## src/common/rvseed_pkg.sv

```systemverilog
package rvseed_pkg;

	// data path and register file geometry
	localparam int cpu_width      = 64;
	localparam int reg_addr_width = 5;
	localparam int ram_depth_log2 = 8;	// 256 doublewords

	localparam logic [31:0] reset_pc = 32'h8000_0000;

	typedef logic [cpu_width-1:0]      xlen_t;
	typedef logic [reg_addr_width-1:0] reg_addr_t;
	typedef logic [7:0]                wmask_t;	// 01/03/0F/FF, zero means no store
	typedef logic [31:0]               imm_t;
	typedef logic [31:0]               pc_t;

	// load extension code, carried as expand_signed
	typedef enum logic [3:0] {
		ext_b  = 4'd0,
		ext_bu = 4'd1,
		ext_h  = 4'd2,
		ext_hu = 4'd3,
		ext_w  = 4'd4,
		ext_wu = 4'd5,
		ext_d  = 4'd6
	} ext_e;

	// writeback source, rd_buf_flag
	typedef enum logic [2:0] {
		wb_alu   = 3'd0,
		wb_load  = 3'd1,
		wb_pc    = 3'd2,
		wb_timer = 3'd3,
		wb_imm   = 3'd4
	} wb_sel_e;

	typedef enum logic {
		ms_run  = 1'b0,
		ms_halt = 1'b1
	} ms_state_e;

	// one instruction record in the MEM stage
	typedef struct packed {
		logic      reg_wen;
		reg_addr_t reg_waddr;
		xlen_t     alu_res;	// also the data address
		xlen_t     store_data;
		wmask_t    wmask;
		logic      s_flag;
		logic      time_set;
		imm_t      s_imm;
		ext_e      expand_signed;
		wb_sel_e   rd_buf_flag;
		logic      ebreak;
		pc_t       next_pc;
	} ex_mem_t;

	// register file write port
	typedef struct packed {
		logic      reg_wen;
		reg_addr_t reg_waddr;
		xlen_t     reg_wdata;
	} wb_t;

	// reset value of the EX/MEM register
	localparam ex_mem_t ex_mem_bubble = '{
		reg_wen:       1'b0,
		reg_waddr:     '0,
		alu_res:       '0,
		store_data:    '0,
		wmask:         '0,
		s_flag:        1'b0,
		time_set:      1'b0,
		s_imm:         '0,
		expand_signed: ext_b,
		rd_buf_flag:   wb_alu,
		ebreak:        1'b0,
		next_pc:       reset_pc
	};

endpackage

```

## src/source/ex_mem_regs.sv

```systemverilog
`timescale 1ns/100ps

module ex_mem_regs (
	input  logic                clk,
	input  logic                rst_n,
	input  rvseed_pkg::ex_mem_t ex_i,
	input  logic                bubble_i,
	output rvseed_pkg::ex_mem_t mem_o
);

	import rvseed_pkg::*;

	ex_mem_t rec_d;

	// squash everything with a side effect, payload passes as is
	always_comb begin
		rec_d = ex_i;
		if (bubble_i) begin
			rec_d.reg_wen  = 1'b0;
			rec_d.s_flag   = 1'b0;
			rec_d.time_set = 1'b0;
			rec_d.ebreak   = 1'b0;
		end
	end

	always_ff @(posedge clk or negedge rst_n) begin
		if (!rst_n) begin
			mem_o <= ex_mem_bubble;
		end else begin
			mem_o <= rec_d;
		end
	end

endmodule

```

## config.mk

```make
export PLATFORM = sky130hd
export DESIGN_NAME = ex_mem_regs
export DESIGN_NICKNAME = d
export VERILOG_FILES = /design/src/common/rvseed_pkg.sv /design/src/source/ex_mem_regs.sv
export SDC_FILE = /design/constraint.sdc
export NUM_CORES = 1
export LEC_CHECK = 0
export ABC_AREA = 1
export BUFFER_PORTS_ARGS = -buffer_cell sky130_fd_sc_hd__buf_2
export CORE_AREA = 2 2 171 173
export DETAILED_ROUTE_END_ITERATION = 8
export DIE_AREA = 0 0 173 175
export RECOVER_POWER = 25
export REMOVE_ABC_BUFFERS = 1
export SLEW_MARGIN = 0
export SYNTH_ARGS = -nofsm -noshare
export SYNTH_HDL_FRONTEND = slang
export SYNTH_SLANG_ARGS = --single-unit
```

## constraint.sdc

```tcl
create_clock -name clk -period 0.8 [get_ports clk]
set_input_delay 0.12 -clock clk [delete_from_list [all_inputs] [get_ports clk]]
set_output_delay 0.12 -clock clk [all_outputs]
set_load 0.01 [all_outputs]
```

# After elaboration in Yosys (flattened, before gate mapping)
# Index checks and enable logic that the tools add are counted.
[word_totals] register_bits=216 output_inout_bits=216 elab_cells=15
[op_classes] mux=3
[op_table] operator="1-bit 2-to-1 mux" n=2
[op_table] operator="2-bit 2-to-1 mux" n=1

# Depth between registers and ports, before layout
[depth] word_depth=1 ltp_mapped=2

# Worst setup path after synthesis
# OpenSTA, ideal clock, no wires.
[synth_path] path_type="register to output" from="register mem_o[31] in the netlist's numbering" to="output mem_o[31] in the netlist's numbering" t_arrival_ns=0.520 slack_ns=0.160 stages_incl_launch_ff=1 path_cell_list="dfstp_2"
[synth_rtl] element="start: declaration" line="ex_mem_regs.sv:8" rtl="output rvseed_pkg::ex_mem_t mem_o"
[synth_rtl] element="start signal: assignment" line="ex_mem_regs.sv:28" rtl="mem_o <= ex_mem_bubble;"
[synth_rtl] element="start signal: assignment" line="ex_mem_regs.sv:30" rtl="mem_o <= rec_d;"
# No word-level cell between the ends.

# Worst setup path after layout
[layout_path] from="register mem_o[31] in the netlist's numbering" to="output mem_o[31] in the netlist's numbering"
# No word-level cell between the ends.

==> results.tsv <==
metric	value	unit
status	finished with violations	
violations	setup timing	
grt_pass1_vias	5382	
top_regs	mem_o (216)	
diodes	0	
core	28400	µm²
crit_type	reg -> out	
final_core_util	40.4	%
drt_iter0_drc	123	
cp_slowest_cell	dfstp_2	
final_antenna_net_count	0	
period_share	155	%
grt_max_degree	37	
tightestPinTransition	0.613	ns
irDropWorstVdd	1620	µV
crit_family	flip-flops	
cp_num_buf_inv	1	
fillCellCount	2602	
hpwl	13900	µm
synth_flop_cell	dfrtp_1	
p_seq_share	48.6	%
dr.pass1.iters	3	
place_congestion	0.848	
vias	4659	
critPathLaunchType	register	
root_buffer	clkbuf_16	
ys_seq_area_share	99.4	%
drc	0	
syn_area_per_cell	24.3	µm²
grt.total_usage	13.1	%
cts_buffer_depth	3	
die-area	30300	µm²
hold_viol	0	
synth_edf_count	0	
synth_seq_cells	216	
async_flop_share	100	%
path_max_fanout	1	
yosysWarnings	0	
internal_power	18.7	mW
clkTransAtPathRegs	0.06	ns
power_frac_comb	11.9	%
max_freq	805	MHz
powerDensity	2090	nW/µm²
floorplan.initialDensity	19.1	%
viasPerCell	3.55	
cts_buffers	22	
crit_chain	buf_6	
finalCriticalPeriod	1.24	ns
htree_levels	1	
switchingPower	5.28	mW
p_leak	5.71	nW
netlist_area	5440	µm²
area_delta_synth_final	111	%
grt_pass1_wl	30500	µm
hp-class	in -> async	
cap_violations	0	
rsz0062_at_grt	yes	
largest-register	mem_o	
yosysMostFrequentCell	dfrtp_1	
crit_required	0.68	ns
cts.sinks	216	
p_sw_share	22.0	%
rows	62	
final-setup-viol-count	304	
die_h	175	µm
final_layout_size_suffix_gt1_share	51.2	%
synthTopCellsByArea	dfrtp_1 (99%), dfstp_2 (0.48%), inv_1 (0.28%)	
cts_tree	done	
slowest_delay	0.53	ns
setup_ws	-0.442	ns
synthTopCellsByCount	dfrtp_1 (215), inv_1 (4), nor2_1 (4), dfstp_2 (1)	
drt_wl_total	20300	µm
synth_top_cell_area_share	99.0	%
wl_per_cell	15.4	µm
largest_register_ffs	216	
end_kind	output port	
antenna_found_initial	2	
relSlewSlack	59.1	%
pwr-share-clk	39.5	%
nets	1134	
total_power	24.0	mW
synth_largest_area_cell	dfrtp_1	
critical_path_arrival	1.12	ns
io_pins	435	
dpl_worst_slack	0.0535	ns
report.final.slew_viol_count	0	
die_w	173	µm
overflow	0	
synth_cell_types	4	
io_buffer_count	434	
syn_inst	224	
==> worst paths after layout <==
check / to / slack [ns] / depth (start not counted) / from
max in group asynchronous: mem_o[162] / -0.04 / 3 / rst_n
min: mem_o[195] / 0.20 / 2 / rst_n
min in group clk: mem_o[206] / 0.25 / 2 / ex_i[206]
max: mem_o[31] / -0.44 / 1 / mem_o[31]
==> cell families (layout without fill, tap and decap cells) <==
kind of cell	count (synthesis)	after routing	synth area share, %
flops	216	216	99.4
simple gates	4	4	0.276
buf+inv	4	710	0.276
==> area by class of cell <==
cell class                      instances  area (µm²)  area share (%)
Multi-Input combinational cell          4        15.0           0.131
Sequential cell                       216        5410            47.1
Inverter                                4        15.0           0.131
Tap cell                              384         480            4.19
Timing Repair Buffer                  667        4890            42.6
Clock inverter                          3        15.0           0.131
Clock buffer                           36         654            5.70
==> repair_timing <==
action,4_1_cts,5_1_grt
gates resized for setup,40,32
endpoints found under the hold margin,432,0
setup buffers,0,0
endpoints found under the setup margin,216,216
hold buffers,218,0
==> layout by cell type, fill, tap and decap left out <==
| cell type | synthesis | final |
|---|---|---|
| buf_12 | 0 | 2 |
| buf_2 | 0 | 366 |
| buf_4 | 0 | 13 |
| buf_6 | 0 | 64 |
| clkbuf_1 | 0 | 13 |
| clkbuf_16 | 0 | 23 |
| clkbuf_4 | 0 | 1 |
| clkbuf_8 | 0 | 3 |
| clkinv_2 | 0 | 3 |
| dfrtp_1 | 215 | 215 |
| dfstp_2 | 1 | 1 |
| dlygate4sd3_1 | 0 | 218 |
| inv_1 | 4 | 4 |
| nor2_1 | 4 | 4 |
==> power by group through the flow <==
stage | logic, mW | clock network, mW | registers [mW]
2_1_floorplan | 0.00775 | 0 | 12.1
3_3_place_gp | 1.80 | 0 | 11.8
3_5_place_dp | 1.82 | 0 | 11.8
4_1_cts | 2.77 | 9.83 | 11.6
5_1_grt | 3.06 | 10.4 | 11.7
6_report | 2.86 | 9.48 | 11.7
==> per-stage QoR <==
stage | hold slack (ns) | instance area (µm²) | instances | TNS (ns)
after floorplan | -0.176 | 5440 | 224 | 0
after global placement | 0.0284 | 8240 | 1057 | 0
after detailed placement | 0.0279 | 8240 | 1057 | 0
after CTS | 0.0791 | 11300 | 1314 | -74.82
after global routing | 0.216 | 11500 | 1314 | -92.50
final | 0.204 | 11500 | 1314 | -69.26
==> metal layers <==
layer / track usage (%) / up-vias / part of all wire (%)
met1: 14.2 / 2270 / 35
li1: - / 2071 / -
met5: 0 / - / 0.049
met3: 4.46 / 40 / 9.2
met2: 23.8 / 276 / 52
met4: 4.10 / 2 / 3.0
(Power assumes the default switching activity.)
