<file path="src/common/rvseed_pkg.sv">
package rvseed_pkg;

	// data path and register file geometry
	localparam int cpu_width      = 64;
	localparam int reg_addr_width = 5;
	localparam int ram_depth_log2 = 8;	// 256 doublewords

	localparam logic [31:0] reset_pc = 32'h8000_0000;

	typedef logic [cpu_width-1:0]      xlen_t;
	typedef logic [reg_addr_width-1:0] reg_addr_t;
	typedef logic [7:0]                wmask_t;	// 01/03/0F/FF, zero means no store
	typedef logic [31:0]               imm_t;
	typedef logic [31:0]               pc_t;

	// load extension code, carried as expand_signed
	typedef enum logic [3:0] {
		ext_b  = 4'd0,
		ext_bu = 4'd1,
		ext_h  = 4'd2,
		ext_hu = 4'd3,
		ext_w  = 4'd4,
		ext_wu = 4'd5,
		ext_d  = 4'd6
	} ext_e;

	// writeback source, rd_buf_flag
	typedef enum logic [2:0] {
		wb_alu   = 3'd0,
		wb_load  = 3'd1,
		wb_pc    = 3'd2,
		wb_timer = 3'd3,
		wb_imm   = 3'd4
	} wb_sel_e;

	typedef enum logic {
		ms_run  = 1'b0,
		ms_halt = 1'b1
	} ms_state_e;

	// one instruction record in the MEM stage
	typedef struct packed {
		logic      reg_wen;
		reg_addr_t reg_waddr;
		xlen_t     alu_res;	// also the data address
		xlen_t     store_data;
		wmask_t    wmask;
		logic      s_flag;
		logic      time_set;
		imm_t      s_imm;
		ext_e      expand_signed;
		wb_sel_e   rd_buf_flag;
		logic      ebreak;
		pc_t       next_pc;
	} ex_mem_t;

	// register file write port
	typedef struct packed {
		logic      reg_wen;
		reg_addr_t reg_waddr;
		xlen_t     reg_wdata;
	} wb_t;

	// reset value of the EX/MEM register
	localparam ex_mem_t ex_mem_bubble = '{
		reg_wen:       1'b0,
		reg_waddr:     '0,
		alu_res:       '0,
		store_data:    '0,
		wmask:         '0,
		s_flag:        1'b0,
		time_set:      1'b0,
		s_imm:         '0,
		expand_signed: ext_b,
		rd_buf_flag:   wb_alu,
		ebreak:        1'b0,
		next_pc:       reset_pc
	};

endpackage

</file>
<file path="src/source/mem_wb_regs.sv">
`timescale 1ns/100ps

module mem_wb_regs (
	input  logic                clk,
	input  logic                rst_n,
	input  rvseed_pkg::ex_mem_t mem_i,
	input  rvseed_pkg::xlen_t   load_data_i,
	input  rvseed_pkg::xlen_t   mtime_i,
	output rvseed_pkg::wb_t     wb_o
);

	import rvseed_pkg::*;

	xlen_t     wdata_d;
	logic      wen_q;
	reg_addr_t waddr_q;
	xlen_t     wdata_q;

	always_comb begin
		case (mem_i.rd_buf_flag)
			wb_alu:   wdata_d = mem_i.alu_res;
			wb_load:  wdata_d = load_data_i;
			wb_pc:    wdata_d = {32'd0, mem_i.next_pc};
			wb_timer: wdata_d = mtime_i;	// value held this cycle
			wb_imm:   wdata_d = {{32{mem_i.s_imm[31]}}, mem_i.s_imm};
			default:  wdata_d = mem_i.alu_res;
		endcase
	end

	always_ff @(posedge clk or negedge rst_n) begin
		if (!rst_n) begin
			wen_q <= 1'b0;
		end else begin
			wen_q <= mem_i.reg_wen;	// x0 writes go out, regfile drops them
		end
	end

	always_ff @(posedge clk) begin
		waddr_q <= mem_i.reg_waddr;
		wdata_q <= wdata_d;
	end

	assign wb_o = '{reg_wen: wen_q, reg_waddr: waddr_q, reg_wdata: wdata_q};

endmodule

</file>
<file path="config.mk">
export PLATFORM = sky130hd
export DESIGN_NAME = mem_wb_regs
export DESIGN_NICKNAME = d
export VERILOG_FILES = /design/src/common/rvseed_pkg.sv /design/src/source/mem_wb_regs.sv
export SDC_FILE = /design/constraint.sdc
export NUM_CORES = 1
export LEC_CHECK = 0
export BUFFER_PORTS_ARGS = -buffer_cell sky130_fd_sc_hd__buf_4
export CORE_AREA = 8 8 154 156
export CTS_CLUSTER_DIAMETER = 150
export CTS_CLUSTER_SIZE = 25
export DETAILED_ROUTE_END_ITERATION = 8
export DIE_AREA = 0 0 162 164
export MAX_ROUTING_LAYER = met4
export SYNTH_ARGS = -nofsm -noshare
export SYNTH_HDL_FRONTEND = slang
export SYNTH_SLANG_ARGS = --single-unit
</file>
<file path="constraint.sdc">
create_clock -name clk -period 0.95 [get_ports clk]
set_input_delay 0.0475 -clock clk [delete_from_list [all_inputs] [get_ports clk]]
set_output_delay 0.0475 -clock clk [all_outputs]
set_load 0.03 [all_outputs]
</file>
# Yosys cells after proc, flatten, opt, wreduce, memory -nomap -nowiden
# Cells that the tools add are included.
# W data, S select, Z words.
[word_totals]
register_bits = 70
output_inout_bits = 70
wordCells = 8
[classes]
eq_ne = 4
n_mux = 1
[op_table]
columns = ["operator", "count"]
rows = [
  ["$pmux W64 S4", 1],
  ["$eq A3 B2 Y1 const B", 2],
  ["$eq A3 B1 Y1 const B", 1],
  ["$eq A3 B3 Y1 const B", 1],
]

# Logic depth before layout (Yosys ltp)
# Gate-level depths: netlist of the first run.
[depth]
depth_word = 2
depth_mapped = 6
depth_no_buf = 3

# Least setup slack after synthesis of the first run
# OpenSTA, ideal clock, no wires.
[synth_path]
path_kind = "input to register"
startpoint = "in mem_i[34] (netlist bit)"
endpoint = "reg wdata_q[31]"
cell_stages = 4
path_buffers = 1
required_ps = 833
slack_ps = -79
setup_ps = 117
arrival_time_ps = 913
cell_sequence = "buf_4 mux2_2 mux2_2 o22a_1"
[synth_between]
elab_chain_cells = 2
[synth_lines]
columns = ["item", "line_no", "rtl"]
rows = [
  ["start: declaration", "mem_wb_regs.sv:6", "input rvseed_pkg::ex_mem_t mem_i,"],
  ["$eq A3 B3 Y1 (tied with other cells)", "mem_wb_regs.sv:20", "case (mem_i.rd_buf_flag)"],
  ["$pmux W64 S4 (*)", "mem_wb_regs.sv:20", ""],
  ["named net wdata_d[31]", "mem_wb_regs.sv:14", "xlen_t wdata_d;"],
  ["end signal: assignment", "mem_wb_regs.sv:40", "wdata_q <= wdata_d;"],
  ["end: declaration", "mem_wb_regs.sv:17", "xlen_t wdata_q;"],
]
# Mark *: on every way through the listed nets, which the timed path passes. The rest lies on a longest branch.

# Worst setup path after layout of the first run
[layout_path]
startpoint = "reg wen_q"
endpoint = "out wb_o[69] (netlist bit)"
[layout_rtl]
columns = ["item", "line_no", "rtl"]
rows = [
  ["start: declaration", "mem_wb_regs.sv:15", "logic wen_q;"],
  ["start signal: assignment", "mem_wb_regs.sv:34", "wen_q <= mem_i.reg_wen;"],
  ["end: declaration", "mem_wb_regs.sv:9", "output rvseed_pkg::wb_t wb_o"],
]
# No word-level cell between the ends.

==> results of run 1 <==
final cells by class:
| cell class | instances | area (um2) | share of cell area |
|---|---|---|---|
| clock buffer | 13 | 270 | 0.0329 |
| clock inverter | 1 | 5.00 | 0.000608 |
| multi-input combinational | 393 | 2620 | 0.318 |
| sequential | 70 | 1410 | 0.171 |
| tap | 280 | 350 | 0.0426 |
| timing repair buffer | 437 | 3580 | 0.435 |
tightest hold or removal path, stage by stage:
cell and delay, ps:
buf_4 80, a22oi_1 50, a21oi_1 140
sequential cells by signal, indices dropped and copies added, names as in the netlist:
register	cells
waddr_q	5
wdata_q	64
wen_q	1
how the worst max path moves through the flow:
stage | end | slack, ps | depth (start not counted)
6_report | wb_o[69] | 40 | 1
5_1_grt | wb_o[69] | 4 | 1
4_1_cts | wb_o[69] | 10 | 1
3_5_place_dp | wdata_q[4] | -240 | 5
3_3_place_gp | wdata_q[4] | -210 | 5
2_1_floorplan | wdata_q[32] | -6 | 6
metal layers:
metal / vias up / global-route usage / share of wire
met5: - / - / 0
met4: 0 / 0.0564 / 0.023
met3: 31 / 0.0484 / 0.082
met2: 287 / 0.272 / 0.49
met1: 2640 / 0.179 / 0.40
li1: 2754 / - / -
cell families after synthesis:
group,after synthesis,share of synthesized area
AO/OA/AOI/OAI,192,0.321
XOR/XNOR,1,0.00371
buffers and inverters,67,0.0885
flip-flops,70,0.321
multiplexers,5,0.0120
AND/OR/NAND/NOR,195,0.254
report_power, final:
part           switching [mW]  total, mW  internal (mW)
logic                    1.88       3.87           1.99
clock network            1.34       3.29           1.95
registers               0.115       3.40           3.28
total                    3.33       10.6           7.23
cell usage after synthesis (31+ instances only):
master	instances	share of area
nor2_1	32	0.027
nand3b_1	62	0.11
a21oi_1	64	0.073
a22oi_1	32	0.055
nand2_1	31	0.027
nand2b_1	33	0.047
buf_2	34	0.039
dfxtp_1	69	0.32
a211o_1	32	0.064
a221oi_1	31	0.062
nor3_1	32	0.037
o22a_1	32	0.064
placed cells by master, fill, tap and decap left out, types with 2 or more instances in the layout:
cell type | synthesis | layout
nand2_1 | 31 | 31
clkbuf_16 | 0 | 9
dfxtp_1 | 69 | 69
nor2_1 | 32 | 32
nand2b_1 | 33 | 33
nor2b_2 | 0 | 3
clkbuf_8 | 0 | 3
nor3_1 | 32 | 32
mux2i_1 | 3 | 3
o22a_1 | 32 | 32
nand3b_1 | 62 | 62
buf_12 | 0 | 11
a221oi_1 | 31 | 31
a22oi_1 | 32 | 32
buf_4 | 7 | 364
dlygate4sd3_1 | 0 | 60
buf_6 | 9 | 2
a211o_1 | 32 | 32
a21oi_1 | 64 | 64
repair_timing:
| item | in CTS | in global routing |
|---|---|---|
| hold buffers | 60 | 0 |
| gates resized for setup | 1 | 0 |
| hold endpoints to repair | 60 | 0 |
| endpoints found under the setup margin | 1 | 0 |
==> qor.csv, run 1 <==
stage;metric;value;unit
status;status;finished, final reports clean;
synthesis;number of flops mapped to enable cells by yosys;0;
power;Leak;3.68;nW
synthesis;Net Count, Synth;876;
synthesis;Mapped Cells;530;
timing;Min Hold Slack;15.8;ps
timing;post-route setup slack;40.1;ps
place;I/O Buffers;336;
timing;total negative slack;0;ps
synthesis;Synth async-reset ratio;0.0143;
place;cell count after placement;1120;
route;DR DRC count;0;
floorplan;row count;54;
timing;RSZ-0062 raised after global routing;false;
clock_network;H-tree depth;3;
setup_path;Worst Setup SP;wen_q;
grt;global-route wire length before repair;32.9;mm
setup_path;CP arrival;860;ps
clock_network;postcts setup bufs;0;
setup_path;critical path class;reg -> out;
setup_path;Critical Path Sink Type;primary output;
synthesis;Seq/Total Area, Yosys;0.321;
route;DR vias/cell;4.78;
floorplan;# IOs;416;
power;Worst IR Drop VDD;745;uV
cells_and_area;Nets;1257;
floorplan;DIE WIDTH;162;um
floorplan;Initial Util;0.205;
timing;fmax;1.10;GHz
setup_path;critical path's top delay family;flip-flops;
cells_and_area;Final Non-Filler Cells;1194;
route;vias;5712;
clock_network;Longest Clk Path Bufs;2;
place;dpl ws;-237;ps
floorplan;Core ar.;21400;um2
route;Post-Route WL;22.0;mm
worst_hold_path;Hold Crit Endpoint;wdata_q[51];
timing;Max Transition Viols Final;0;
synthesis;predominant post-synthesis flop cell;dfxtp_1;
synthesis;Ys Warns;0;
timing;Final min period;910;ps
clock_network;Reg clk slew, reported paths;60;ps
route;DRT iter0 DRCs;404;
timing;Final Hold Fails;0;
worst_hold_path;Hold Path Class;in -> reg;
timing;actual slew at the worst max-slew pin;315;ps
synthesis;Cell variety after synth;23;
clock_network;CTS tree;built;
worst_hold_path;hold_sp;mtime_i[51];
power;PD cells;1280;nW/um2
cells_and_area;area added between synthesis and finish;87.6;%
place;dpl cell area;7350;um2
cells_and_area;Fillers;2267;
cells_and_area;final core occ;0.385;
setup_path;Max stage delay on crit path;390;ps
clock_network;clock net sink count;70;
grt;largest net degree at the start of global routing;61;
grt;total gr overflow;0;
clock_network;CTS Buf Count;9;
synthesis;mapped cell area;4380;um2
run;max capacitance violation total;0;
grt;initial antenna violation count;0;
grt;number of global-route vias before repair;6006;
floorplan;Die Height;164;um
setup_path;CP bufs+invs;1;
route;ANT nets after route;0;
setup_path;Worst Path Max Fanout;1;
cells_and_area;Ant. Diodes;0;
cells_and_area;Final Instance Area;8230;um2
grt;GRT Total Usage;0.161;
worst_hold_path;Hold Crit Depth;3;
timing;Setup violations, final;0;
setup_path;type of origin of the critical path;register;
floorplan;Die ar.;26600;um2
synthesis;post-synthesis register bit count;70;
setup_path;slowest CP cell;dfrtp_1;
timing;post-route clock period utilization;0.958;
place;routability cong.;0.872;
setup_path;CP Data Required Time;900;ps
place;post-DP HPWL;16.6;mm
route;DR WL/cell;18.4;um
power;total power;10.6;mW
clock_network;clock root buffer;clkbuf_16;
cells_and_area;layout cells sized above 1;0.437;
route;DRT Pass-1 Iters;6;
timing;normalized max-slew margin;0.789;
setup_path;CP Cell Sequence;buf_6;
synthesis;Synth Area per Inst;8.27;um2
Note: power is estimated with default switching activity, not from simulation.
==> run 2, diff against run 1 <==
--- a/config.mk
+++ b/config.mk
@@ -12,6 +12,7 @@
 export DETAILED_ROUTE_END_ITERATION = 8
 export DIE_AREA = 0 0 162 164
 export MAX_ROUTING_LAYER = met4
+export REMOVE_ABC_BUFFERS = 1
 export SYNTH_ARGS = -nofsm -noshare
 export SYNTH_HDL_FRONTEND = slang
 export SYNTH_SLANG_ARGS = --single-unit
==> qor.csv, run 2 (synthesis results as in run 1) <==
stage;metric;value;unit
status;status;finished, final reports clean;
grt;initial antenna violation count;0;
timing;Min Hold Slack;18.9;ps
worst_hold_path;hold_sp;mtime_i[47];
timing;post-route clock period utilization;0.952;
run;max capacitance violation total;0;
grt;global-route wire length before repair;32.5;mm
timing;post-route setup slack;45.8;ps
place;dpl cell area;7450;um2
power;internal power;8.02;mW
cells_and_area;area added between synthesis and finish;91.5;%
setup_path;Worst Setup SP;wen_q;
setup_path;critical path's top delay family;flip-flops;
floorplan;Core ar.;21400;um2
timing;Max Transition Viols Final;0;
route;DRT iter0 DRCs;424;
clock_network;clock root buffer;clkbuf_16;
floorplan;DIE WIDTH;162;um
floorplan;Initial Util;0.205;
cells_and_area;final core occ;0.393;
clock_network;CTS tree;built;
cells_and_area;commonest non-fill, non-tap cell in the layout;buf_4;
timing;actual slew at the worst max-slew pin;322;ps
cells_and_area;layout cells sized above 1;0.443;
place;I/O Buffers;336;
cells_and_area;max reg flops;64;
clock_network;CTS Buf Count;9;
power;Logic pwr share;0.343;
clock_network;Reg clk slew, reported paths;60;ps
setup_path;CP Data Required Time;900;ps
route;ANT nets after route;0;
setup_path;type of origin of the critical path;register;
place;dpl ws;-250;ps
power;Leak;3.76;nW
route;DR vias/cell;4.73;
cells_and_area;Final Non-Filler Cells;1204;
setup_path;Worst Path Max Fanout;1;
timing;fmax;1.11;GHz
power;clock power share;0.360;
setup_path;CP arrival;860;ps
power;Psw;3.39;mW
cells_and_area;Top Registers;wdata_q (64), waddr_q (5), wen_q (1);
setup_path;critical path class;reg -> out;
timing;Final min period;904;ps
clock_network;Longest Clk Path Bufs;2;
power;total power;11.4;mW
timing;total negative slack;0;ps
route;DRT Pass-1 Iters;5;
cells_and_area;Ant. Diodes;0;
route;vias;5689;
route;Post-Route WL;21.6;mm
power;PD cells;1360;nW/um2
floorplan;Die Height;164;um
floorplan;Die ar.;26600;um2
timing;Final Hold Fails;0;
place;post-DP HPWL;16.5;mm
timing;normalized max-slew margin;0.785;
place;routability cong.;0.826;
clock_network;clock net sink count;70;
route;DR DRC count;0;
route;DR WL/cell;18.0;um
setup_path;slowest CP cell;dfrtp_1;
cells_and_area;Fillers;2171;
timing;RSZ-0062 raised after global routing;false;
grt;number of global-route vias before repair;5832;
setup_path;CP Cell Sequence;buf_6;
power;Sw Ratio;0.297;
power;Worst IR Drop VDD;858;uV
power;Seq pwr share;0.297;
cells_and_area;Final Instance Area;8400;um2
setup_path;Critical Path Sink Type;primary output;
cells_and_area;Nets;1265;
worst_hold_path;Hold Path Class;in -> reg;
grt;largest net degree at the start of global routing;57;
floorplan;# IOs;416;
setup_path;Max stage delay on crit path;380;ps
grt;GRT Total Usage;0.159;
grt;total gr overflow;0;
timing;Setup violations, final;0;
floorplan;row count;54;
place;cell count after placement;1129;
cells_and_area;most frequent cells in the layout;buf_4 (369), dfxtp_1 (69), a21oi_1 (64);
clock_network;H-tree depth;3;
cells_and_area;largest reg by FF count;wdata_q;
setup_path;CP bufs+invs;1;
run 2: worst paths after layout:
path | cells past startpoint | endpoint | slack [ps]
min in group asynchronous | 2 | wen_q | 40
min | 3 | wdata_q[47] | 20
max in group asynchronous | 2 | wen_q | 830
max | 1 | wb_o[69] | 50
run 2: metal layers:
| layer | global-route usage | wire [um] | vias up |
|---|---|---|---|
| li1 | - | - | 2763 |
| met2 | 0.255 | 10200 | 264 |
| met3 | 0.0591 | 2140 | 15 |
| met4 | 0.0408 | 313 | 0 |
| met1 | 0.185 | 9000 | 2647 |
| met5 | - | 0 | - |
run 2: what timing repair did:
action	in CTS	in global routing
endpoints found under the setup margin	1	1
endpoints found under the hold margin	59	0
setup buffers	0	0
hold buffers	59	0
resized for setup	1	1
run 2: power by group through the flow:
| stage | Combinational (mW) | Sequential, mW | Clock [mW] |
|---|---|---|---|
| floorplan | 0.827 | 4.14 | 0 |
| global placement | 3.70 | 3.46 | 0 |
| detailed placement | 3.73 | 3.46 | 0 |
| CTS | 3.94 | 3.39 | 4.25 |
| global route | 4.18 | 3.42 | 4.38 |
| finish | 3.91 | 3.39 | 4.11 |
run 2: final cells by class:
class                           count  area [um2]  share of cell area
Clock buffer                       13         260              0.0310
Clock inverter                      3        90.1              0.0107
Multi-Input combinational cell    393        2620               0.311
Sequential cell                    70        1410               0.167
Tap cell                          280         350              0.0417
Timing Repair Buffer              445        3670               0.438
