`src/common/rvseed_pkg.sv`:
```
package rvseed_pkg;

	// data path and register file geometry
	localparam int cpu_width      = 64;
	localparam int reg_addr_width = 5;
	localparam int ram_depth_log2 = 8;	// 256 doublewords

	localparam logic [31:0] reset_pc = 32'h8000_0000;

	typedef logic [cpu_width-1:0]      xlen_t;
	typedef logic [reg_addr_width-1:0] reg_addr_t;
	typedef logic [7:0]                wmask_t;	// 01/03/0F/FF, zero means no store
	typedef logic [31:0]               imm_t;
	typedef logic [31:0]               pc_t;

	// load extension code, carried as expand_signed
	typedef enum logic [3:0] {
		ext_b  = 4'd0,
		ext_bu = 4'd1,
		ext_h  = 4'd2,
		ext_hu = 4'd3,
		ext_w  = 4'd4,
		ext_wu = 4'd5,
		ext_d  = 4'd6
	} ext_e;

	// writeback source, rd_buf_flag
	typedef enum logic [2:0] {
		wb_alu   = 3'd0,
		wb_load  = 3'd1,
		wb_pc    = 3'd2,
		wb_timer = 3'd3,
		wb_imm   = 3'd4
	} wb_sel_e;

	typedef enum logic {
		ms_run  = 1'b0,
		ms_halt = 1'b1
	} ms_state_e;

	// one instruction record in the MEM stage
	typedef struct packed {
		logic      reg_wen;
		reg_addr_t reg_waddr;
		xlen_t     alu_res;	// also the data address
		xlen_t     store_data;
		wmask_t    wmask;
		logic      s_flag;
		logic      time_set;
		imm_t      s_imm;
		ext_e      expand_signed;
		wb_sel_e   rd_buf_flag;
		logic      ebreak;
		pc_t       next_pc;
	} ex_mem_t;

	// register file write port
	typedef struct packed {
		logic      reg_wen;
		reg_addr_t reg_waddr;
		xlen_t     reg_wdata;
	} wb_t;

	// reset value of the EX/MEM register
	localparam ex_mem_t ex_mem_bubble = '{
		reg_wen:       1'b0,
		reg_waddr:     '0,
		alu_res:       '0,
		store_data:    '0,
		wmask:         '0,
		s_flag:        1'b0,
		time_set:      1'b0,
		s_imm:         '0,
		expand_signed: ext_b,
		rd_buf_flag:   wb_alu,
		ebreak:        1'b0,
		next_pc:       reset_pc
	};

endpackage

```
`src/mem_stage/load_extend.sv`:
```
`timescale 1ns/100ps

module load_extend (
	input  rvseed_pkg::xlen_t word_i,
	input  logic [2:0]        offset_i,
	input  rvseed_pkg::ext_e  ext_i,
	output rvseed_pkg::xlen_t data_o
);

	import rvseed_pkg::*;

	xlen_t shifted;

	// addressed element down to bit 0
	assign shifted = word_i >> {offset_i, 3'b000};

	always_comb begin
		case (ext_i)
			ext_b:   data_o = {{56{shifted[7]}}, shifted[7:0]};
			ext_bu:  data_o = {56'd0, shifted[7:0]};
			ext_h:   data_o = {{48{shifted[15]}}, shifted[15:0]};
			ext_hu:  data_o = {48'd0, shifted[15:0]};
			ext_w:   data_o = {{32{shifted[31]}}, shifted[31:0]};
			ext_wu:  data_o = {32'd0, shifted[31:0]};
			ext_d:   data_o = shifted;	// offset is zero here
			default: data_o = shifted;
		endcase
	end

endmodule

```
`config.mk`:
```
export PLATFORM = sky130hd
export DESIGN_NAME = load_extend
export DESIGN_NICKNAME = d
export VERILOG_FILES = /design/src/common/rvseed_pkg.sv /design/src/mem_stage/load_extend.sv
export SDC_FILE = /design/constraint.sdc
export NUM_CORES = 1
export LEC_CHECK = 0
export BUFFER_PORTS_ARGS = -buffer_cell sky130_fd_sc_hd__buf_4
export CORE_MARGIN = 2
export CORE_UTILIZATION = 47
export DETAILED_ROUTE_END_ITERATION = 7
export MAX_ROUTING_LAYER = met4
export PLACE_DENSITY = 0.85
export SYNTH_ARGS = -nofsm -noshare
export SYNTH_HDL_FRONTEND = slang
export SYNTH_SLANG_ARGS = --single-unit
```
`constraint.sdc`:
```
create_clock -name vclk -period 1.5
set_input_delay 0 -clock vclk [all_inputs]
set_output_delay 0 -clock vclk [all_outputs]
set_load 0.1 [all_outputs]
```
==> results.json, run 1 <==
{
  "status": "stopped before the end",
  "stop_stage": "clock tree synthesis (4_1_cts)",
  "stop_error": "[ERROR DPL-0038] Utilization greater than 100%, impossible to legalize",
  "num_rows": 25,
  "synthCells": 278,
  "io-pin-count": 135,
  "die_x_um": 75.4,
  "postCtsSetupBuffers": 5,
  "post_cts_resized": 183,
  "synth_xor_area_share_pct": 0,
  "synthAdderAreaFrac_pct": 0,
  "place_congestion": 0.939,
  "synth_compound_area_share_pct": 14.7,
  "syn_area_um2": 2400,
  "yosys_warnings": 0,
  "syn-mean-instance-area_um2": 8.63,
  "synth.distinct_cells": 37,
  "ctsHoldBuffers": 0,
  "synthMuxAreaShare_pct": 48.8,
  "ys_seq_area_share_pct": 0,
  "port_buffers": 135,
  "synth_top_family_by_area": "multiplexers",
  "dp_hpwl_mm": 8.11,
  "synth-simple-area-share_pct": 26.8,
  "synth_nets": 349,
  "initial_core_util_pct": 49.8,
  "chipHeight_um": 75.4
}
## synthesized netlist by cell type
| cell type | number | area, µm² |
|---|---|---|
| buf_2 | 16 | 80.1 |
| a21oi_1 | 2 | 10.0 |
| or2_1 | 1 | 6.26 |
| nand3_2 | 10 | 100 |
| and2_1 | 1 | 6.26 |
| nor3b_1 | 1 | 7.51 |
| a2bb2o_4 | 1 | 20.0 |
| nand4_1 | 26 | 163 |
| and3_1 | 8 | 50.1 |
| a32o_1 | 1 | 10.0 |
| o221ai_1 | 1 | 8.76 |
| nand3_1 | 7 | 35.0 |
| o21ai_0 | 16 | 80.1 |
| buf_6 | 7 | 78.8 |
| nand2b_1 | 2 | 12.5 |
| nor2b_1 | 9 | 56.3 |
| buf_1 | 2 | 7.51 |
| mux2i_1 | 40 | 400 |
| mux4_2 | 29 | 653 |
| o2111ai_1 | 7 | 61.3 |
| or3_1 | 2 | 12.5 |
| o211ai_1 | 1 | 7.51 |
| or4_4 | 1 | 11.3 |
| nor3_1 | 2 | 10.0 |
| buf_4 | 3 | 22.5 |
| clkbuf_1 | 9 | 33.8 |
| o2bb2ai_1 | 16 | 140 |
| nand3b_1 | 2 | 15.0 |
| o21ai_1 | 1 | 5.00 |
| nand2_1 | 35 | 131 |
| nor2_1 | 3 | 11.3 |
| nor4b_1 | 1 | 8.76 |
| nor4_1 | 1 | 6.26 |
| inv_1 | 3 | 11.3 |
| mux2_2 | 9 | 101 |
| mux2_4 | 1 | 15.0 |
| a2111oi_0 | 1 | 8.76 |
## metrics by stage
step           utilization [%]  setup slack [ns]  cell area (µm²)  TNS [ns]  cells
3_3_place_gp              82.8            -0.313             3990    -15.61    501
3_5_place_dp              82.8            -0.338             3990    -16.31    501
2_1_floorplan                -            -0.642             2660    -26.09    278
## cells by family after synthesis
logic type / count (synthesis)
and+or+nand+nor: 112
muxes: 79
AOI/OAI and AO/OA: 47
buffers and inverters: 40
==> inputs of run 2 (changes only) <==
--- a/config.mk
+++ b/config.mk
@@ -7,10 +7,9 @@
 export LEC_CHECK = 0
 export BUFFER_PORTS_ARGS = -buffer_cell sky130_fd_sc_hd__buf_4
 export CORE_MARGIN = 2
-export CORE_UTILIZATION = 47
+export CORE_UTILIZATION = 40
 export DETAILED_ROUTE_END_ITERATION = 7
-export MAX_ROUTING_LAYER = met4
-export PLACE_DENSITY = 0.85
+export PLACE_DENSITY_LB_ADDON = 0.15
 export SYNTH_ARGS = -nofsm -noshare
 export SYNTH_HDL_FRONTEND = slang
 export SYNTH_SLANG_ARGS = --single-unit
==> results.json, run 2 <==
{
  "synth.distinct_cells": 37,
  "synth.most_common_cell": "mux2i_1",
  "arrival_ns": 1.71,
  "clock_power_share_pct": 0,
  "seq_area_um2": 0,
  "detail-route-antenna-nets": 0,
  "period_minus_slack_ns": 1.71,
  "clockBufferCount": 0,
  "status": "finished with violations",
  "total_power_mw": 3.40,
  "ys_top_cells_by_count": "mux2i_1 (40), nand2_1 (35), mux4_2 (29)",
  "p_sw_share_pct": 61.8,
  "start_kind": "primary input",
  "ir_drop_v": 0.000596,
  "drtIter0Drc": 290,
  "ys_seq_area_share_pct": 0,
  "grt_max_degree": 24,
  "syn-mean-instance-area_um2": 8.63,
  "vias": 3558,
  "drt_wl_total_mm": 12.5,
  "slew_headroom_pct": 75.4,
  "fin_area_um2": 5150,
  "finalSetupViolCount": 56,
  "num_rows": 28,
  "drt-pass1-iter-count": 5,
  "comb_power_share_pct": 100.0,
  "placed_area_um2": 4140,
  "nFlopsAndLatches": 0,
  "io-pin-count": 135,
  "wl_met2_mm": 6.45,
  "fin_crit_sh_pct": 114,
  "dieArea_um2": 6630,
  "hold_viol_final": 0,
  "tightest_slew_ns": 0.359,
  "cpPeakStageDelay_ns": 0.48,
  "grt_first_pass_wirelength_mm": 17.3,
  "dpl.cell_count": 523,
  "max-cap-violations": 0,
  "drive_gt1_share_pct": 65.4,
  "port_buffers": 135,
  "core_area_um2": 5850,
  "p_switching_mw": 2.10,
  "grt.total_usage_pct": 33.5,
  "setup_tns_ns": -7.53,
  "met1_length_mm": 4.37,
  "violations": "setup timing",
  "cp_common_cell": "buf_6",
  "p_seq_share_pct": 0,
  "drc_errors": 0,
  "synth_nets": 349,
  "synthCells": 278,
  "layout_common_cells": "buf_4 (130), buf_12 (61), nand2_1 (35), mux2i_1 (33), mux4_2 (29)",
  "path_max_fanout": 13,
  "chipHeight_um": 81.4,
  "power.leakage_nw": 2.45,
  "syn_area_um2": 2400,
  "yosysTopAreaCell": "mux4_2",
  "crit_chain": "buf_6, or2_1, or3_1, or4_4, buf_6, nand4_1, buf_12",
  "rsz0062_at_grt": "yes",
  "power_density_nw_per_um2": 661,
  "final_max_slew_viol_count": 0,
  "wl_met3_mm": 1.05,
  "whs_path_depth": 4,
  "grt_overflow_total": 0,
  "dp_hpwl_mm": 7.91,
  "multi_input_area_um2": 2480,
  "synth.area.top_cells": "mux4_2 (27%), mux2i_1 (17%), nand4_1 (6.8%)",
  "synth_top_area_share_pct": 27.2,
  "whs_ns": 0.481,
  "antenna_found_initial": 0,
  "p_int_mw": 1.30,
  "fillers": 252,
  "final_util_pct": 88.0,
  "crit_slowest_cell": "or4_4",
  "final_common_cell": "buf_4",
  "diodes": 0,
  "die_x_um": 81.4,
  "syn_to_final_growth_pct": 115,
  "endpoint_kind": "primary output",
  "place_congestion": 0.891,
  "setup_ws_ns": -0.214,
  "final_nets": 529,
  "yosys_warnings": 0,
  "required_ns": 1.50,
  "stdcell_count": 531,
  "place_ws_ns": -0.258,
  "grt_pass1_vias": 3421,
  "via_per_inst": 6.70,
  "wire_per_inst_um": 23.6,
  "max_freq_mhz": 583,
  "initial_core_util_pct": 41.0,
  "critical_path_class": "primary input to primary output",
  "hold_class": "primary input to primary output",
  "ctsHoldBuffers": 0,
  "highest_layer": "met4"
}
[run 2: cell counts after synthesis]
No cell type changed its count.
[run 2: area by class of cell]
class                           count  share of cell area, %
Inverter                            3                  0.219
Tap cell                           75                   1.82
Timing Repair Buffer              215                   49.8
Multi-Input combinational cell    238                   48.2
[run 2: critical path, delay by kind of cell]
kind,cells,cell delay (ns)
simple gates,4,1.21
buf+inv,3,0.49
[run 2: cells by family (layout without fill, tap and decap cells)]
family	Yosys count	in the layout	synth area share, %
AND/OR/NAND/NOR	112	112	26.8
AO/OA/AOI/OAI	47	47	14.7
buffers and inverters	40	218	9.76
multiplexers	79	79	48.8
[run 2: power groups by stage]
| stage | Combinational [mW] | Clock (mW) | Sequential, mW |
|---|---|---|---|
| 6_report | 3.40 | 0 | 0 |
| 5_1_grt | 3.48 | 0 | 0 |
| 4_1_cts | 3.19 | 0 | 0 |
| 3_5_place_dp | 2.77 | 0 | 0 |
| 3_3_place_gp | 2.74 | 0 | 0 |
| 2_1_floorplan | 2.06 | 0 | 0 |
[run 2: path summary, 6_finish.rpt]
path              slack [ns]        from          to
setup / recovery       -0.21    ext_i[3]  data_o[59]
hold / removal          0.48  word_i[57]  data_o[57]
[run 2: routing by layer]
layer / vias up / GRT usage [%]
met5: - / 0
met2: 295 / 61.8
met1: 1724 / 41.0
li1: 1468 / -
met4: 0 / 9.32
met3: 71 / 3.52
[run 2: what timing repair did]
item,CTS,global route
gates cloned,0,5
setup endpoints to repair,61,60
gates resized for setup,161,48
buffers inserted,0,3
pin swaps,8,13
Note: power is estimated with default switching activity, not from simulation.
==> inputs of run 3 (changes only) <==
==> constraint.sdc (replaced) <==
create_clock -name vclk -period 1.7
set_input_delay 0 -clock vclk [all_inputs]
set_output_delay 0 -clock vclk [all_outputs]
set_load 0.1 [all_outputs]
==> results.json, run 3 (synthesis gave the netlist of run 2 again) <==
{
  "cpPeakStageDelay_ns": 0.50,
  "place_ws_ns": -0.0632,
  "drc_errors": 0,
  "cp_common_cell": "buf_12",
  "port_buffers": 135,
  "total_power_mw": 2.61,
  "hold_viol_final": 0,
  "layout_common_cells": "buf_4 (113), mux2i_1 (40), nand2_1 (35), buf_6 (30), mux4_2 (29)",
  "final_common_cell": "buf_4",
  "grt_max_degree": 45,
  "wire_per_inst_um": 20.3,
  "finalSetupViolCount": 0,
  "drtIter0Drc": 194,
  "die_x_um": 81.4,
  "critPathLaunch": "ext_i[3]",
  "status": "finished, final reports clean",
  "antenna_found_initial": 0,
  "place_congestion": 0.931,
  "met1_length_mm": 4.02,
  "max-cap-violations": 0,
  "crit_chain": "buf_6, or2_1, or3_1, or4_4, buf_12, nand4_1, buf_12",
  "rsz0062_at_grt": "yes",
  "final_max_slew_viol_count": 0,
  "grt_overflow_total": 0,
  "wl_met2_mm": 5.14,
  "chipHeight_um": 81.4,
  "core_area_um2": 5850,
  "fin_crit_sh_pct": 99.7,
  "nFlopsAndLatches": 0,
  "detail-route-antenna-nets": 0,
  "vias": 3108,
  "ir_drop_v": 0.000467,
  "diodes": 0,
  "dieArea_um2": 6630,
  "endpoint_kind": "primary output",
  "clockBufferCount": 0,
  "power_density_nw_per_um2": 595,
  "endpoint": "data_o[37]",
  "io-pin-count": 135,
  "crit_slowest_cell": "or4_4",
  "path_max_fanout": 19,
  "wl_met3_um": 759,
  "num_rows": 28,
  "syn_to_final_growth_pct": 82.8,
  "tightest_slew_ns": 0.435,
  "required_ns": 1.70,
  "initial_core_util_pct": 41.0,
  "crit_cells": 7,
  "whs_ns": 0.481,
  "arrival_ns": 1.70,
  "max_freq_mhz": 590,
  "power.leakage_nw": 2.12,
  "grt_first_pass_wirelength_mm": 14.7,
  "highest_layer": "met4",
  "final_nets": 497,
  "slew_headroom_pct": 70.9,
  "setup_ws_ns": 0.00430,
  "drt_wl_total_mm": 10.1,
  "cp_top_family": "simple AND/OR/NAND/NOR gates",
  "start_kind": "primary input",
  "seq_area_um2": 0,
  "drive_gt1_share_pct": 60.4,
  "grt_pass1_vias": 2983,
  "period_minus_slack_ns": 1.70,
  "drt-pass1-iter-count": 5,
  "grt.total_usage_pct": 27.9,
  "via_per_inst": 6.23,
  "critical_path_class": "primary input to primary output",
  "worst-path-buf-inv": 3,
  "dp_hpwl_mm": 7.19,
  "hold_class": "primary input to primary output"
}
-- run 3: worst min-delay path: stages --
cell     delay, ns
buf_4         0.11
nand2_1       0.05
nand4_1       0.14
buf_12        0.19
-- run 3: power by group --
part / leakage, nW / switching, mW / total, mW / internal [mW]
clock: 0 / 0 / 0 / 0
sequential: 0 / 0 / 0 / 0
combinational: 2.12 / 1.73 / 2.61 / 0.882
total: 2.12 / 1.73 / 2.61 / 0.882
-- run 3: routing by layer --
metal  vias up  GRT usage, %
li1       1411             -
met1      1500          37.9
met2       179          49.0
met3        18          1.32
met4         0          5.93
met5         -             0
-- run 3: how the worst min path moves through the flow --
| stage | cells after the start | end | startpoint |
|---|---|---|---|
| 2_1_floorplan | 3 | data_o[7] | offset_i[2] |
| 3_3_place_gp | 4 | data_o[56] | word_i[56] |
| 3_5_place_dp | 4 | data_o[56] | word_i[56] |
| 4_1_cts | 4 | data_o[56] | word_i[56] |
| 5_1_grt | 4 | data_o[56] | word_i[56] |
| 6_report | 4 | data_o[57] | word_i[57] |
-- run 3: timing repair --
item | 4_1_cts | 5_1_grt
pin swaps | 7 | 6
endpoints found under the setup margin | 42 | 54
hold buffers | 0 | 0
setup buffers | 0 | 1
gates cloned | 0 | 3
resized for setup | 53 | 65
-- run 3: layout make-up --
class | count | area [µm²]
fillers | 433 | 1470
repair buffers | 183 | 1920
multi-input cells | 238 | 2360
inverters | 3 | 11.3
well taps | 75 | 93.8
-- run 3: stage by stage --
step	cells	instance area (µm²)	utilization (%)	TNS [ns]
6_report	499	4390	75.0	0
4_1_cts	495	4070	69.5	-0.00424
3_3_place_gp	495	3870	66.2	-1.15
3_5_place_dp	495	3870	66.2	-1.24
2_1_floorplan	278	2580	-	-16.54
5_1_grt	499	4390	75.0	-0.0481
==> inputs of run 4 (changes only) <==
--- a/config.mk
+++ b/config.mk
@@ -5,10 +5,10 @@
 export SDC_FILE = /design/constraint.sdc
 export NUM_CORES = 1
 export LEC_CHECK = 0
-export BUFFER_PORTS_ARGS = -buffer_cell sky130_fd_sc_hd__buf_4
 export CORE_MARGIN = 2
 export CORE_UTILIZATION = 40
 export DETAILED_ROUTE_END_ITERATION = 7
+export DONT_BUFFER_PORTS = 1
 export PLACE_DENSITY_LB_ADDON = 0.15
 export SYNTH_ARGS = -nofsm -noshare
 export SYNTH_HDL_FRONTEND = slang
==> results.json, run 4 (synthesis gave the netlist of run 2 again) <==
{
  "drt-pass1-iter-count": 5,
  "fillers": 455,
  "fin_area_um2": 3770,
  "path_max_fanout": 46,
  "highest_layer": "met4",
  "final_common_cell": "buf_12",
  "arrival_ns": 1.60,
  "io-pin-count": 135,
  "seq_area_um2": 0,
  "chipHeight_um": 81.4,
  "wl_met3_um": 892,
  "core_area_um2": 5850,
  "nFlopsAndLatches": 0,
  "hold_viol_final": 0,
  "placed_area_um2": 3760,
  "post_cts_resized": 0,
  "setup_ws_ns": 0.101,
  "dieArea_um2": 6630,
  "ir_drop_v": 0.000356,
  "initial_core_util_pct": 41.0,
  "detail-route-antenna-nets": 0,
  "grt_overflow_total": 0,
  "stdcell_count": 391,
  "status": "finished, final reports clean",
  "hold_class": "primary input to primary output",
  "endpoint": "data_o[56]",
  "final_nets": 389,
  "vias": 2656,
  "tightest_slew_ns": 0.954,
  "period_minus_slack_ns": 1.60,
  "max_freq_mhz": 626,
  "max-cap-violations": 0,
  "syn_to_final_growth_pct": 57.1,
  "layout_common_cells": "buf_12 (59), mux2i_1 (40), nand2_1 (35), mux4_2 (29), nand4_1 (26)",
  "grt_max_degree": 66,
  "clockBufferCount": 0,
  "port_buffers": 0,
  "final_max_slew_viol_count": 0,
  "critPathLaunch": "offset_i[1]",
  "endpoint_kind": "primary output",
  "die_x_um": 81.4,
  "rsz0062_at_grt": "no",
  "power.leakage_nw": 1.64,
  "dp_hpwl_mm": 6.71,
  "ctsHoldBuffers": 0,
  "drt_wl_total_mm": 9.02,
  "num_rows": 28,
  "drive_gt1_share_pct": 46.2,
  "antenna_found_initial": 0,
  "finalSetupViolCount": 0,
  "grt_first_pass_wirelength_mm": 13.7,
  "place_ws_ns": 0.0970,
  "fin_crit_sh_pct": 94.0,
  "power_density_nw_per_um2": 651,
  "grt_pass1_vias": 2576,
  "place_congestion": 0.860,
  "drtIter0Drc": 200,
  "dpl.cell_count": 391,
  "grt.total_usage_pct": 26.4,
  "drc_errors": 0,
  "critical_path_class": "primary input to primary output",
  "via_per_inst": 6.79,
  "postCtsSetupBuffers": 0,
  "required_ns": 1.70,
  "start_kind": "primary input",
  "wl_met2_mm": 4.59,
  "wire_per_inst_um": 23.1,
  "slew_headroom_pct": 35.9,
  "whs_ns": 0.337,
  "diodes": 0,
  "met1_length_mm": 3.44
}
[run 4: cell count changes in the layout (fill, tap and decap cells not counted), moves of 16 or more]
cell,delta
buf_12,+37
buf_4,-97
buf_6,-30
buf_8,-16
[run 4: routing by layer]
metal	up-vias	global-route usage, %
met3	7	3.63
met4	0	5.59
met1	1300	35.0
li1	1195	-
met5	-	0
met2	154	45.8
[run 4: stage by stage]
stage               power (mW)  util (%)  setup TNS [ns]
detailed placement        2.45      64.3               0
global route              2.52      64.4               0
CTS                       2.46      64.3               0
finish                    2.45      64.4               0
global placement          2.44      64.3               0
floorplan                 1.79         -          -16.54
[run 4: worst min path at each step]
stage                startpoint         end  slack (ns)  cells after the start
global placement     word_i[58]  data_o[58]        0.33                      3
finish               word_i[63]  data_o[63]        0.34                      3
CTS                  word_i[63]  data_o[63]        0.34                      3
global route         word_i[57]  data_o[57]        0.35                      3
detailed placement   word_i[63]  data_o[63]        0.34                      3
floorplan           offset_i[2]   data_o[7]        0.43                      3
[run 4: area by class of cell]
cell class	count	area (µm²)	share of cell area, %
multi-input combinational	238	2360	62.7
timing repair buffer	75	1300	34.5
inverter	3	11.3	0.299
tap	75	93.8	2.49
[run 4: where the power goes]
| part | leakage [nW] | total [mW] | internal (mW) | switching, mW |
|---|---|---|---|---|
| Clock | 0 | 0 | 0 | 0 |
| Sequential | 0 | 0 | 0 | 0 |
| Combinational | 1.64 | 2.45 | 0.866 | 1.59 |
| Total | 1.64 | 2.45 | 0.866 | 1.59 |
[run 4: critical path: stages]
cell,delay (ns)
mux2i_1,0.15
and3_1,0.24
or4_4,0.59
buf_12,0.21
nand4_1,0.18
buf_12,0.20
